--- config.mk ---
export PLATFORM = sky130hd
export DESIGN_NAME = table_loader
export DESIGN_NICKNAME = d
export VERILOG_FILES = /design/src/hw/table_loader_pkg.sv /design/src/hw/table_rd_if.sv /design/src/hw/table_ad_receive.sv /design/src/hw/table_ad_transmit.sv /design/src/hw/table_loader.sv /design/src/hw/table_read_mux.sv
export VERILOG_INCLUDE_DIRS = /design/src /design/src/hw
export SDC_FILE = /design/constraint.sdc
export NUM_CORES = 2
export LEC_CHECK = 0
export BUFFER_PORTS_ARGS = -buffer_cell sky130_fd_sc_hd__buf_2
export CORE_MARGIN = 5
export CORE_UTILIZATION = 63
export CTS_CLUSTER_DIAMETER = 40
export DETAILED_ROUTE_END_ITERATION = 6
export GPL_TIMING_DRIVEN = 0
export PLACE_DENSITY_LB_ADDON = 0.2
export SETUP_SLACK_MARGIN = 0.5
export SLEW_MARGIN = 30
export SYNTH_ARGS = -nofsm -noshare
export SYNTH_HDL_FRONTEND = slang
export SYNTH_SLANG_ARGS = --single-unit
--- constraint.sdc ---
create_clock -name clk -period 4.8 [get_ports clk]
set_input_delay 0.96 -clock clk [delete_from_list [all_inputs] [get_ports clk]]
set_output_delay 0.96 -clock clk [all_outputs]
set_load 0.005 [all_outputs]
--- src/hw/table_loader_settings.svh ---
// channel count, table address width, read select width and minimum write gap of the table loader
`ifndef TABLE_LOADER_SETTINGS_SVH
`define TABLE_LOADER_SETTINGS_SVH

// number of receiver channels, each with its own table
`define NUM_CHANNELS 4

// low address bits kept from the 24-bit table address, 16 entries per table
`define TABLE_AW 4

// width of the read channel select, log2 of the channel count
`define CHN_W 2

// fewest cycles the host leaves from one write to the next
`define BURST_GAP 6

`endif

--- src/hw/table_loader_pkg.sv ---
// table loader package with the word-kind and receiver-state enums and the byte and word types
package table_loader_pkg;

    // meaning of the a_not_d level on the link and at the host port
    typedef enum logic [0:0] {
        WORD_DATA = 1'b0,                 // 32 bits of table data
        WORD_ADDR = 1'b1                  // channel select in the top byte, table address below
    } word_kind_t;

    // receiver FSM states
    typedef enum logic [1:0] {
        RX_IDLE   = 2'd0,                 // waiting for the first byte of a word
        RX_SHIFT  = 2'd1,                 // collecting bytes 1 to 3
        RX_COMMIT = 2'd2                  // word is complete, pointer or table gets updated
    } rx_state_t;

    // one byte on the shared link
    typedef logic [7:0] link_byte_t;

    // one table entry, also the width of a host command word
    typedef logic [31:0] table_word_t;

endpackage

--- src/hw/table_rd_if.sv ---
// table_rd_if interface for the per-channel table read port, with tbl and mux modports
`timescale 1ns/1ps
`include "table_loader_settings.svh"

interface table_rd_if
    import table_loader_pkg::*;
();
    logic                 rd_en;          // one-cycle read strobe from the mux
    logic [`TABLE_AW-1:0] rd_addr;        // table entry to read, valid with rd_en
    table_word_t          rd_data;        // registered table word, valid with rd_valid
    logic                 rd_valid;       // follows rd_en by one cycle, there is no back-pressure

    // the table side answers every strobe one cycle later
    modport tbl (
        input  rd_en,
        input  rd_addr,
        output rd_data,
        output rd_valid
    );

    // the mux side issues strobes and collects the answers
    modport mux (
        output rd_en,
        output rd_addr,
        input  rd_data,
        input  rd_valid
    );

endinterface

--- src/hw/table_ad_receive.sv ---
// table_ad_receive module, rebuilds link words for one channel and holds its table memory
`timescale 1ns/1ps
`include "table_loader_settings.svh"

module table_ad_receive
    import table_loader_pkg::*;
(
    input  logic       clk,
    input  logic       rst_n,
    input  link_byte_t ser_d,      // shared link byte, taken only while stb is high
    input  word_kind_t a_not_d,    // shared word kind, steady during the burst
    input  logic       stb,        // this channel's strobe, four cycles per word
    table_rd_if.tbl    rd          // read port toward the mux
);

    localparam logic [`TABLE_AW-1:0] ptr_step = 1;        // pointer advance after each data word

    rx_state_t            state;       // FSM state
    logic [1:0]           byte_cnt;    // bytes taken so far in the current word
    table_word_t          asm_r;       // assembly register, bytes enter at the top
    word_kind_t           kind_r;      // kind of the word being assembled
    logic [`TABLE_AW-1:0] wr_ptr;      // next table entry a data word goes to
    logic                 mem_we;      // table write in the commit cycle

    table_word_t mem [0:(1 << `TABLE_AW) - 1];                // the channel's table

    // only data words touch the table, address words just move the pointer
    assign mem_we = (state == RX_COMMIT) && (kind_r == WORD_DATA);

    // each strobed byte pushes the older ones down, so byte 0 ends up in bits 7:0
    always_ff @(posedge clk) begin
        if (stb) begin
            asm_r <= {ser_d, asm_r[31:8]};
        end
    end

    always_ff @(posedge clk) begin
        if (!rst_n) begin
            state    <= RX_IDLE;
            byte_cnt <= 2'd0;
            kind_r   <= WORD_DATA;
            wr_ptr   <= '0;
        end else begin
            case (state)
                RX_IDLE: begin
                    if (stb) begin
                        byte_cnt <= 2'd1;         // byte 0 is in
                        kind_r   <= a_not_d;      // sampled once so a later host write cannot alter it
                        state    <= RX_SHIFT;
                    end
                end
                RX_SHIFT: begin
                    if (stb) begin
                        byte_cnt <= byte_cnt + 2'd1;
                        if (byte_cnt == 2'd3) begin
                            state <= RX_COMMIT;   // byte 3 arrives on this edge
                        end
                    end
                end
                RX_COMMIT: begin
                    if (kind_r == WORD_ADDR) begin
                        wr_ptr <= asm_r[`TABLE_AW-1:0];   // upper address bits are dropped
                    end else begin
                        wr_ptr <= wr_ptr + ptr_step;      // wraps inside the table
                    end
                    state <= RX_IDLE;
                end
                default: begin
                    state <= RX_IDLE;
                end
            endcase
        end
    end

    always_ff @(posedge clk) begin
        if (mem_we) begin
            mem[wr_ptr] <= asm_r;                 // entry at the old pointer value
        end
    end

    // registered read, the word shows up one cycle after the strobe
    always_ff @(posedge clk) begin
        if (rd.rd_en) begin
            rd.rd_data <= mem[rd.rd_addr];
        end
    end

    always_ff @(posedge clk) begin
        if (!rst_n) begin
            rd.rd_valid <= 1'b0;
        end else begin
            rd.rd_valid <= rd.rd_en;              // every strobe gets exactly one answer
        end
    end

endmodule

--- src/hw/table_ad_transmit.sv ---
// table_ad_transmit module, serializes host command words into link bytes with channel strobes
`timescale 1ns/1ps
`include "table_loader_settings.svh"

module table_ad_transmit
    import table_loader_pkg::*;
(
    input  logic                     clk,
    input  logic                     rst_n,
    input  logic                     we,          // single-cycle host write, gap of at least BURST_GAP
    input  word_kind_t               a_not_d_in,  // kind of the word on din, valid with we
    input  table_word_t              din,         // data word or select plus address, valid with we
    output link_byte_t               ser_d,       // current link byte, lsb of the word goes first
    output word_kind_t               a_not_d,     // kind of the word being sent, held for all bytes
    output logic [`NUM_CHANNELS-1:0] chn_stb      // one-hot strobe, high for the four link bytes
);

    table_word_t              d_r;          // shift register, byte 0 sits in the low bits
    link_byte_t               sel_a;        // channel select from the last address word
    logic                     we_r;         // address write delayed so the new select is used
    logic                     busy;         // a burst of four bytes is on the link
    logic [1:0]               burst_cnt;    // bytes still to follow the current one
    logic                     burst_start;  // first strobe cycle begins on the next edge
    logic [`NUM_CHANNELS-1:0] sel;          // one-hot decode of sel_a

    assign ser_d = d_r[7:0];  // the link always shows the low byte of the shift register

    // a data word starts at once, an address word waits one cycle for sel_a to settle
    assign burst_start = (we && (a_not_d_in == WORD_DATA)) || we_r;

    // comparator per channel, a select at or above the channel count matches nothing
    for (genvar i = 0; i < `NUM_CHANNELS; i++) begin : g_sel
        localparam link_byte_t chn_id = i;                // this channel's select value
        assign sel[i] = (sel_a == chn_id);
    end

    always_ff @(posedge clk) begin
        if (we) begin
            d_r <= din;                           // a new word replaces whatever is left
        end else if (busy) begin
            d_r <= d_r >> 8;                      // the receiver has taken the low byte
        end
    end

    always_ff @(posedge clk) begin
        if (!rst_n) begin
            a_not_d   <= WORD_DATA;
            sel_a     <= '0;
            we_r      <= 1'b0;
            busy      <= 1'b0;
            burst_cnt <= 2'd0;
            chn_stb   <= '0;
        end else begin
            if (we) begin
                a_not_d <= a_not_d_in;            // level stays put until the next host write
            end
            if (we && (a_not_d_in == WORD_ADDR)) begin
                sel_a <= din[31:24];              // top byte of an address word picks the channel
            end
            we_r <= we && (a_not_d_in == WORD_ADDR);
            if (burst_start) begin
                busy      <= 1'b1;
                burst_cnt <= 2'd3;                // three more bytes after the first one
                chn_stb   <= sel;
            end else if (busy) begin
                if (burst_cnt == 2'd0) begin
                    busy    <= 1'b0;              // byte 3 was taken on this edge
                    chn_stb <= '0;
                end else begin
                    burst_cnt <= burst_cnt - 2'd1;
                end
            end
        end
    end

endmodule

--- src/hw/table_loader.sv ---
// table_loader top module with the transmitter, the per-channel receivers and the read mux
`timescale 1ns/1ps
`include "table_loader_settings.svh"

module table_loader
    import table_loader_pkg::*;
(
    input  logic                 clk,
    input  logic                 rst_n,
    input  logic                 we,          // host command write strobe
    input  word_kind_t           a_not_d_in,  // address or data word, valid with we
    input  table_word_t          din,         // host command word
    input  logic                 rd_en,       // host read strobe
    input  logic [`CHN_W-1:0]    rd_chn,      // channel of the read
    input  logic [`TABLE_AW-1:0] rd_addr,     // table entry of the read
    output table_word_t          rd_data,     // read word, two cycles after rd_en
    output logic                 rd_valid     // marks rd_data
);

    link_byte_t               ser_d;          // shared link byte
    word_kind_t               a_not_d;        // shared word kind on the link
    logic [`NUM_CHANNELS-1:0] chn_stb;        // per-channel byte strobes

    // one read port per channel, the receivers take single elements and the mux the whole array
    table_rd_if rd_if [`NUM_CHANNELS] ();

    // host words go out as four bytes each over the shared link
    table_ad_transmit u_transmit (
        .clk        (clk),
        .rst_n      (rst_n),
        .we         (we),
        .a_not_d_in (a_not_d_in),
        .din        (din),
        .ser_d      (ser_d),
        .a_not_d    (a_not_d),
        .chn_stb    (chn_stb)
    );

    // identical receivers, told apart only by their strobe bit and read port
    for (genvar i = 0; i < `NUM_CHANNELS; i++) begin : g_chn
        table_ad_receive u_receive (
            .clk     (clk),
            .rst_n   (rst_n),
            .ser_d   (ser_d),
            .a_not_d (a_not_d),
            .stb     (chn_stb[i]),
            .rd      (rd_if[i])
        );
    end

    // host read port drains all tables through one registered path
    table_read_mux u_read_mux (
        .clk      (clk),
        .rst_n    (rst_n),
        .rd_en    (rd_en),
        .rd_chn   (rd_chn),
        .rd_addr  (rd_addr),
        .rd_data  (rd_data),
        .rd_valid (rd_valid),
        .tbl      (rd_if)
    );

endmodule

--- src/hw/table_read_mux.sv ---
// table_read_mux module, steers host reads to one channel table and registers the returned word
`timescale 1ns/1ps
`include "table_loader_settings.svh"

module table_read_mux
    import table_loader_pkg::*;
(
    input  logic                 clk,
    input  logic                 rst_n,
    input  logic                 rd_en,       // host read strobe, one read per cycle at most
    input  logic [`CHN_W-1:0]    rd_chn,      // channel to read, valid with rd_en
    input  logic [`TABLE_AW-1:0] rd_addr,     // table entry to read, valid with rd_en
    output table_word_t          rd_data,     // word read two cycles after the strobe
    output logic                 rd_valid,    // marks rd_data
    table_rd_if.mux              tbl [`NUM_CHANNELS]  // read ports of all channel tables
);

    logic [`CHN_W-1:0]        chn_d;                          // channel of the read in the table stage
    table_word_t              ret_data [`NUM_CHANNELS];       // words coming back from the tables
    logic [`NUM_CHANNELS-1:0] ret_valid;                      // valid flags coming back from the tables

    // strobe goes only to the selected table, the address fans out to all of them
    for (genvar i = 0; i < `NUM_CHANNELS; i++) begin : g_steer
        localparam logic [`CHN_W-1:0] chn_id = i;            // this port's channel number
        assign tbl[i].rd_en   = rd_en && (rd_chn == chn_id);
        assign tbl[i].rd_addr = rd_addr;
        assign ret_data[i]    = tbl[i].rd_data;               // gathered so they can be indexed
        assign ret_valid[i]   = tbl[i].rd_valid;
    end

    // channel number travels alongside the registered table read
    always_ff @(posedge clk) begin
        chn_d <= rd_chn;
    end

    always_ff @(posedge clk) begin
        if (ret_valid[chn_d]) begin
            rd_data <= ret_data[chn_d];           // second register stage of the read path
        end
    end

    always_ff @(posedge clk) begin
        if (!rst_n) begin
            rd_valid <= 1'b0;
        end else begin
            rd_valid <= ret_valid[chn_d];         // only the read channel can be answering
        end
    end

endmodule

Word-level counts from Yosys, hierarchy flattened
Memories as Yosys holds them, arrays and structs flattened. A register that Yosys moved wholly into a read port is not among the register bits.
Index checks and enable logic that the tools add are counted.
{"block": "op_classes", "addsub": 9, "mul": 0, "div_mod_pow": 0, "order_cmp": 2, "eq_ne": 31, "shifts": 0, "muxes": 52, "bitwise": 6, "n_reduce_logical": 39}
{"op": "$mux 32", "n": 4}
{"op": "$bmux 32 s2", "n": 1}
{"op": "$mux 2", "n": 19}
{"op": "$pmux 2 s2", "n": 8}
{"op": "$mux 4", "n": 7}
{"op": "$reduce_and 3->1", "n": 8}
{"op": "$eq 2x2->1 const B", "n": 10}
{"op": "$add 4x1->4 const B", "n": 4}
{"op": "$eq 8x2->1 const B", "n": 2}
{"op": "$ne 2x2->1 const B", "n": 8}
{"op": "$reduce_bool 2->1", "n": 7}
{"op": "$logic_not 2->1", "n": 6}
{"op": "$mux 1", "n": 12}
{"op": "$reduce_and 2->1", "n": 6}
{"op": "$eq 2x1->1 const B", "n": 5}
{"op": "$logic_and 1x1->1", "n": 10}
{"op": "$ne 2x1->1 const B", "n": 5}
{"op": "$add 2x1->2 const B", "n": 4}
{"op": "$eq 8x1->1 const B", "n": 1}
{"op": "$logic_not 8->1", "n": 1}
{"op": "$not 1->1", "n": 5}
{"op": "$ge 3x3->1 const B", "n": 1}
{"op": "$lt 2x3->1 const B", "n": 1}
{"op": "$not 2->3", "n": 1}
{"op": "3 further kinds", "n": 3}
{"block": "word_totals", "ff_bits": 252, "latch_bits": 0, "ramBits": 2048, "rom_bits": 0, "in_bits": 43, "output_inout_bits": 33, "word_cells": 177, "mem_count": 4}
{"memory": "g_chn[0].u_receive.mem", "depth": 16, "word_bits": 32, "read_ports": 1, "rd_ports_with_merged_regs": 1, "wr": 1, "line_no": "table_ad_receive.sv:25", "source": "table_word_t mem [0:(1 << `TABLE_AW) - 1];"}
{"memory": "g_chn[1].u_receive.mem", "depth": 16, "word_bits": 32, "read_ports": 1, "rd_ports_with_merged_regs": 1, "wr": 1, "line_no": "table_ad_receive.sv:25"}
{"memory": "g_chn[2].u_receive.mem", "depth": 16, "word_bits": 32, "read_ports": 1, "rd_ports_with_merged_regs": 1, "wr": 1, "line_no": "table_ad_receive.sv:25"}
{"memory": "g_chn[3].u_receive.mem", "depth": 16, "word_bits": 32, "read_ports": 1, "rd_ports_with_merged_regs": 1, "wr": 1, "line_no": "table_ad_receive.sv:25"}

Longest topological paths before layout
{"block": "logic_depth", "depth_word": 5, "mapped_depth": 8, "mapped_depth_nobuf": 6}

Modules after synthesis
Synthesis repeated with hierarchy kept, for this count alone.
{"block": "unflattened", "hier_cells": 3987, "hier_area_um2": 90707.0}
{"module": "table_ad_receive (g_chn[0].u_receive ...)", "instances": 3, "cells_per_inst": 934, "area_per_inst_um2": 21627.0, "seq_area_each_um2": 17496.8}
{"module": "table_ad_receive (g_chn[3].u_receive)", "instances": 1, "cells_per_inst": 934, "area_per_inst_um2": 21628.2, "seq_area_each_um2": 17496.8}
{"module": "table_ad_transmit", "instances": 1, "cells_per_inst": 153, "area_per_inst_um2": 2108.3, "seq_area_each_um2": 1301.2}
{"module": "table_read_mux", "instances": 1, "cells_per_inst": 98, "area_per_inst_um2": 2089.5, "seq_area_each_um2": 1021.0}

Least setup slack after synthesis
OpenSTA, ideal clock, no wires.
{"block": "synth_path", "path_kind": "input to register", "start": "in rd_chn[1]", "end": "reg g_chn[0].u_receive.rd.rd_data[0] (read register of g_chn[0].u_receive.mem) (enable)", "setup_ns": 0.468, "arrival_ns": 3.363, "t_required_ns": 4.332, "setup_slack_ns": 0.969, "stages": 1, "n_path_buf": 0, "path_cell_list": "nor3b_1"}
{"block": "synth_between", "elab_chain_len": 2}
{"element": "start: declaration", "line_no": "table_loader.sv:14", "source": "input logic [`CHN_W-1:0] rd_chn,"}
{"element": "$logic_not 2->1", "line_no": "table_read_mux.sv:25", "source": "assign tbl[i].rd_en = rd_en && (rd_chn == chn_id);"}
{"element": "$logic_and 1x1->1", "line_no": "table_read_mux.sv:25"}
{"element": "end: declaration", "line_no": "table_rd_if.sv:17", "source": "output rd_data,"}
Every way passes these cells.
A chain may end at the register's enable or synchronous reset.

Final worst setup path
{"block": "layout_path", "start": "reg g_chn[1].u_receive.state[0]", "end": "mem g_chn[1].u_receive.mem[3][24] in the netlist's numbering (enable)"}
{"block": "layout_between", "elab_chain_len": 4}
{"element": "start: declaration", "line_no": "table_ad_receive.sv:18", "source": "rx_state_t state;"}
{"element": "start signal: assignment", "line_no": "table_ad_receive.sv:39", "source": "state <= RX_IDLE;"}
{"element": "start signal: assignment", "line_no": "table_ad_receive.sv:49", "source": "state <= RX_SHIFT;"}
{"element": "start signal: assignment", "line_no": "table_ad_receive.sv:56", "source": "state <= RX_COMMIT;"}
{"element": "$eq 2x2->1", "line_no": "table_ad_receive.sv:28", "source": "assign mem_we = (state == RX_COMMIT) && (kind_r == WORD_DATA);"}
{"element": "$logic_and 1x1->1", "line_no": "table_ad_receive.sv:28"}
{"element": "$mux 1", "line_no": "table_ad_receive.sv:76", "source": "if (mem_we) begin"}
{"element": "$mux 1 (implied by the code)", "line_no": "table_ad_receive.sv:77", "source": "mem[wr_ptr] <= asm_r;"}
{"element": "end: declaration", "line_no": "table_ad_receive.sv:25"}
Every way passes these cells.

==> summary by stage <==
Floorplanning
The core region is approximately 140000 sq um. The horizontal die dimension is slightly below 400 microns. The area of the die is between 150000 and 200000 sq um. The number of cell rows is between 100 and 150.

between 70 and 80 I/O pins were placed. The vertical extent of the die is about 390 microns. The initial standard-cell utilization of the core is 63.3%.

Layout
The area of all placed cells without fillers is 107000 sq um. The synthesis-to-finish area growth is 17.5%. The layout cell share with drive strength beyond 1 is ~28%. Measured on the finished design, the core utilization comes to approximately 74%.

The layout net count is 4814. Fill cells in the final layout number between 7000 and 8000.

Drt
The final route contains approximately 48000 vias. In the routed design, unresolved DRC markers number 0. Dividing the detail-routed wire length by the instance count gives 37.5 microns. The routed wire length is 258000 microns. The detailed router finished its first iteration with roughly 8300 violations.

The first detailed-routing pass took 6 iterations. In this run the remaining antenna-violating nets after routing total 0. In the routed layout, each cell is associated on average with a via count of roughly 7.0.

Global routing
The via count of the first global-routing pass is 47600. The global-route congestion overflow total is 0. The first global-routing pass estimated 360000 microns of wire. The largest net degree at the start of global routing is 38. The number of antenna violations at the first check in global routing is 32.

The global routing usage summed across all routing layers is between 30% and 40%.

Setup path
The cell type group with the largest total delay on the critical path is simple AND/OR/NAND/NOR gates. The worst setup path endpoint is g_chn[1].u_receive.mem[3][24]$_DFFE_PP_. The setup slack of the most critical reg-to-reg path is about 1400 ps.

The endpoint identified for the worst register-to-register timing path is g_chn[1].u_receive.mem[3][24]$_DFFE_PP_. The startpoint identified for the worst register-to-register timing path is g_chn[1].u_receive.state[0]$_SDFFE_PN0P_. The delay of the slowest critical-path stage is ~700 ps. By instance count, the cell type seen most on the critical path is sky130_fd_sc_hd__buf_4. The worst setup path is captured at a flop. In this run the number of cells on the critical path is 8. Traced cell by cell, the critical path runs through clkbuf_1, nand2b_1, nor2_1, nand2_1, nor3_2, buf_4, buf_4, buf_4. The highest-delay cell along the critical path is sky130_fd_sc_hd__nor3_2. In this run the worst setup path begins at g_chn[1].u_receive.state[0]$_SDFFE_PN0P_. The kind of start point of the critical path is a flop. The depth of the most critical reg-to-reg path is 8. The critical path data required time is approximately 5400 ps. Of all nets on the critical path, the largest fanout is 9.

The number of buffers and inverters on the critical path is 4. At the worst endpoint, the arrival time is around 4000 ps. The critical path in this run is classified as flop to flop.

Placement
The number of buffers inserted by port buffering is 70. The final HPWL from detailed placement is around 170000 microns. The instance area after placement is just under 100000 sq um. The final weighted congestion of routability-driven global placement is between 0.9 and 1.

Timing
The hold violation total from the final report is 0. The share of the clock period used by the worst path after layout is 71.1%. Final hold analysis gives a worst-case slack of 298 ps. For the pin with the worst max-slew slack, the measured transition is approximately 1100 ps. The fmax is between 200 and 300 MHz.

Setup violations remaining at the end of the flow were counted as 0. The max-slew violation count is 0. Setup repair after global routing left no endpoint under its margin. The minimum period implied by the final worst setup slack is between 3000 and 4000 ps.

The setup clock skew after layout is roughly 46 ps. The normalized max-slew margin is 23.8%.

Synth
The predominant post-synthesis flop cell is sky130_fd_sc_hd__edfxtp_1. Synthesis handed over a netlist of approximately 4200 instances. Counting flops with an async set or reset pin after synthesis yields a share of 0%. The synthesized design contains around 2400 enable-type register cells. During synthesis, Yosys emitted a total of 0 warnings.

The flip-flop and latch count after synthesis is ~2400. After synthesis, flip-flops and latches occupy approximately four fifths of the total area. Summing every instance area after synthesis gives slightly above 90000 sq um. After synthesis, the netlist uses 45 different library cells. After synthesis, the mean cell area works out to 21.7 sq um. Counting every net in the synthesized netlist gives about 4300.

Hold path
Counting instances, the worst hold path has a depth of 1. The type of the worst min-delay path is input port to flop.

Clock tree
The worst-case clock buffer depth is 4. The TritonCTS clock tree is built. The number of buffers created by CTS is 286. The source-to-sink clock delay at the later pin of the worst-skew pair is approximately 920 ps. The master cell of the clock root buffer is sky130_fd_sc_hd__clkbuf_16. After clock tree synthesis, the setup repair step added 0 buffers. The number of levels the H-tree was split into is 5. Clock-pin slew was measured on the worst setup and hold paths at ~60 ps. The TritonCTS sink count is between 2000 and 2500. The number of gates resized after CTS is 0. The number of hold-repair buffers added at the cts stage is 0.

Status
The run finished with clean final reports.

Power
The total design power is 45.9 mW. Across the VDD grid, the largest voltage drop is roughly 0.00033 V. The analysis attributes to cell leakage a power of about 35 nW.

Dividing total power by cell area gives a power density of 429 nW/um^2.

Flow run
Max-cap violations in this run came to 0.
-- how the worst min path moves through the flow --
stage | start | to | slack, ps
3_3_place_gp | u_transmit.sel_a[2]$_SDFFE_PN0P_ | u_transmit.sel_a[2]$_SDFFE_PN0P_ | 450
4_1_cts | rd_chn[1] | u_read_mux.chn_d[1]$_DFF_P_ | 240
2_1_floorplan | u_transmit.sel_a[6]$_SDFFE_PN0P_ | u_transmit.sel_a[6]$_SDFFE_PN0P_ | 440
6_report | rd_chn[1] | u_read_mux.chn_d[1]$_DFF_P_ | 300
3_5_place_dp | u_transmit.sel_a[5]$_SDFFE_PN0P_ | u_transmit.sel_a[5]$_SDFFE_PN0P_ | 460
5_1_grt | rd_chn[0] | u_read_mux.chn_d[0]$_DFF_P_ | 260
-- synth_stat cells, types with 4 or more instances --
library cell               count  share of area, %
sky130_fd_sc_hd__edfxtp_1   2368                78
sky130_fd_sc_hd__mux4_2      443                11
sky130_fd_sc_hd__a22oi_1     307               2.5
sky130_fd_sc_hd__mux2i_1     208               2.3
sky130_fd_sc_hd__nand2_1     204              0.84
sky130_fd_sc_hd__clkbuf_1     81              0.33
sky130_fd_sc_hd__buf_2        80              0.44
sky130_fd_sc_hd__nand3_1      70              0.39
sky130_fd_sc_hd__nor2_1       62              0.26
sky130_fd_sc_hd__dfxtp_1      60               1.3
sky130_fd_sc_hd__buf_4        39              0.32
sky130_fd_sc_hd__ha_1         25              0.34
sky130_fd_sc_hd__mux2_2       24              0.30
sky130_fd_sc_hd__a21boi_0     22              0.18
sky130_fd_sc_hd__nor2b_1      22              0.15
sky130_fd_sc_hd__nand2b_1     21              0.14
sky130_fd_sc_hd__nor3_1       18             0.099
sky130_fd_sc_hd__and2_1       16              0.11
sky130_fd_sc_hd__buf_1        13             0.054
sky130_fd_sc_hd__inv_1        11             0.045
sky130_fd_sc_hd__and3_1       10             0.069
sky130_fd_sc_hd__o21ai_0      10             0.055
sky130_fd_sc_hd__o21a_1        9             0.074
sky130_fd_sc_hd__buf_6         8             0.099
sky130_fd_sc_hd__a21oi_1       7             0.038
sky130_fd_sc_hd__a31oi_1       5             0.034
sky130_fd_sc_hd__a22o_1        4             0.038
sky130_fd_sc_hd__and4_1        4             0.038
sky130_fd_sc_hd__nand3b_1      4             0.033
sky130_fd_sc_hd__nor3b_1       4             0.033
sky130_fd_sc_hd__o211a_1       4             0.044
sky130_fd_sc_hd__o211ai_1      4             0.033
-- state kept, by name, indices dropped and copies added (netlist names) --
signal,flops
g_chn.u_receive.mem,2048
g_chn.u_receive.asm_r,128
g_chn.u_receive.rd.rd_data,128
u_read_mux.rd_data,32
u_transmit.d_r,32
g_chn.u_receive.wr_ptr,16
g_chn.u_receive.byte_cnt,8
g_chn.u_receive.state,8
u_transmit.sel_a,8
g_chn.u_receive.kind_r,4
g_chn.u_receive.rd.rd_valid,4
u_transmit.chn_stb,4
u_read_mux.chn_d,2
u_transmit.burst_cnt,2
u_read_mux.rd_valid,1
u_transmit.a_not_d,1
u_transmit.busy,1
u_transmit.we_r,1
-- per-stage QoR --
step | std cells | setup TNS (ps) | setup slack [ps]
after global placement | 6159 | -1032290 | -2140
after CTS | 6849 | 0 | 1500
final | 6885 | 0 | 1390
after detailed placement | 6359 | 0 | 1160
after floorplan | 4186 | 0 | 969
after global routing | 6851 | 0 | 1340
-- layout by cell type, fill, tap and decap left out, drive strengths merged, types with 2 or more instances in the layout --
cell type and instances:
buf 412, ha 25, nand3b 4, o211a 4, a21oi 7, a31oi 5, nor3 18, diode 34
nand2b 21, bufinv 20, clkinvlp 17, clkinv 88, nand2 204, o21a 9, a22oi 307, and3b 2
nor3b 4, and2 16, nand4b 2, a22o 4, mux2 24, nand3 70, dfxtp 60, clkbuf 424
nor2 64, mux4 443, o31ai 2, inv 35, o21ai 10, mux2i 208, and4 4, nor2b 22
edfxtp 2368, and3 10, a21boi 22, or3 2, o211ai 4
-- cell families (layout without fill, tap and decap cells) --
group                    Yosys count  after routing  synth area share (%)
AO/OA/AOI/OAI                    377            377                  3.08
XOR/XNOR                           1              1               0.00963
adder cells (fa/ha/maj)           25             25                 0.344
buffers and inverters            234            996                  1.30
flip-flops                      2428           2428                  79.5
multiplexers                     675            675                  13.5
other                              0             34                     0
AND/OR/NAND/NOR                  446            446                  2.25
-- worst reg2reg max path, stage by stage, from the launching register on --
cell	delay [ps]
sky130_fd_sc_hd__dfxtp_1	300
sky130_fd_sc_hd__clkbuf_1	380
sky130_fd_sc_hd__nand2b_1	390
sky130_fd_sc_hd__nor2_1	310
sky130_fd_sc_hd__nand2_1	230
sky130_fd_sc_hd__nor3_2	730
sky130_fd_sc_hd__buf_4	330
sky130_fd_sc_hd__buf_4	210
sky130_fd_sc_hd__buf_4	200
-- report_power, final --
group	switching [mW]	internal, mW
clock network	8.50	12.4
registers	0.194	23.2
logic	1.06	0.631
total	9.75	36.2
-- layout make-up --
class / instances / area, sq um / share of cell area, %
tap: 1903 / 2380 / 2.23
inverter: 11 / 41.3 / 0.0386
timing repair buffer: 272 / 3960 / 3.70
antenna: 34 / 85.1 / 0.0796
multi-input combinational: 1524 / 17900 / 16.8
sequential: 2428 / 72300 / 67.7
clock buffer: 341 / 7540 / 7.06
buffer: 223 / 1170 / 1.10
clock inverter: 149 / 1460 / 1.36
-- per-layer routing --
layer	vias up	GRT usage (%)	share of wire, %
li1	18700	-	-
met1	24700	47.0	34
met2	4192	51.0	46
met3	746	11.9	15
met4	20	15.7	5.2
met5	-	0	0.050
No activity file was read; power rests on OpenSTA's default activity.
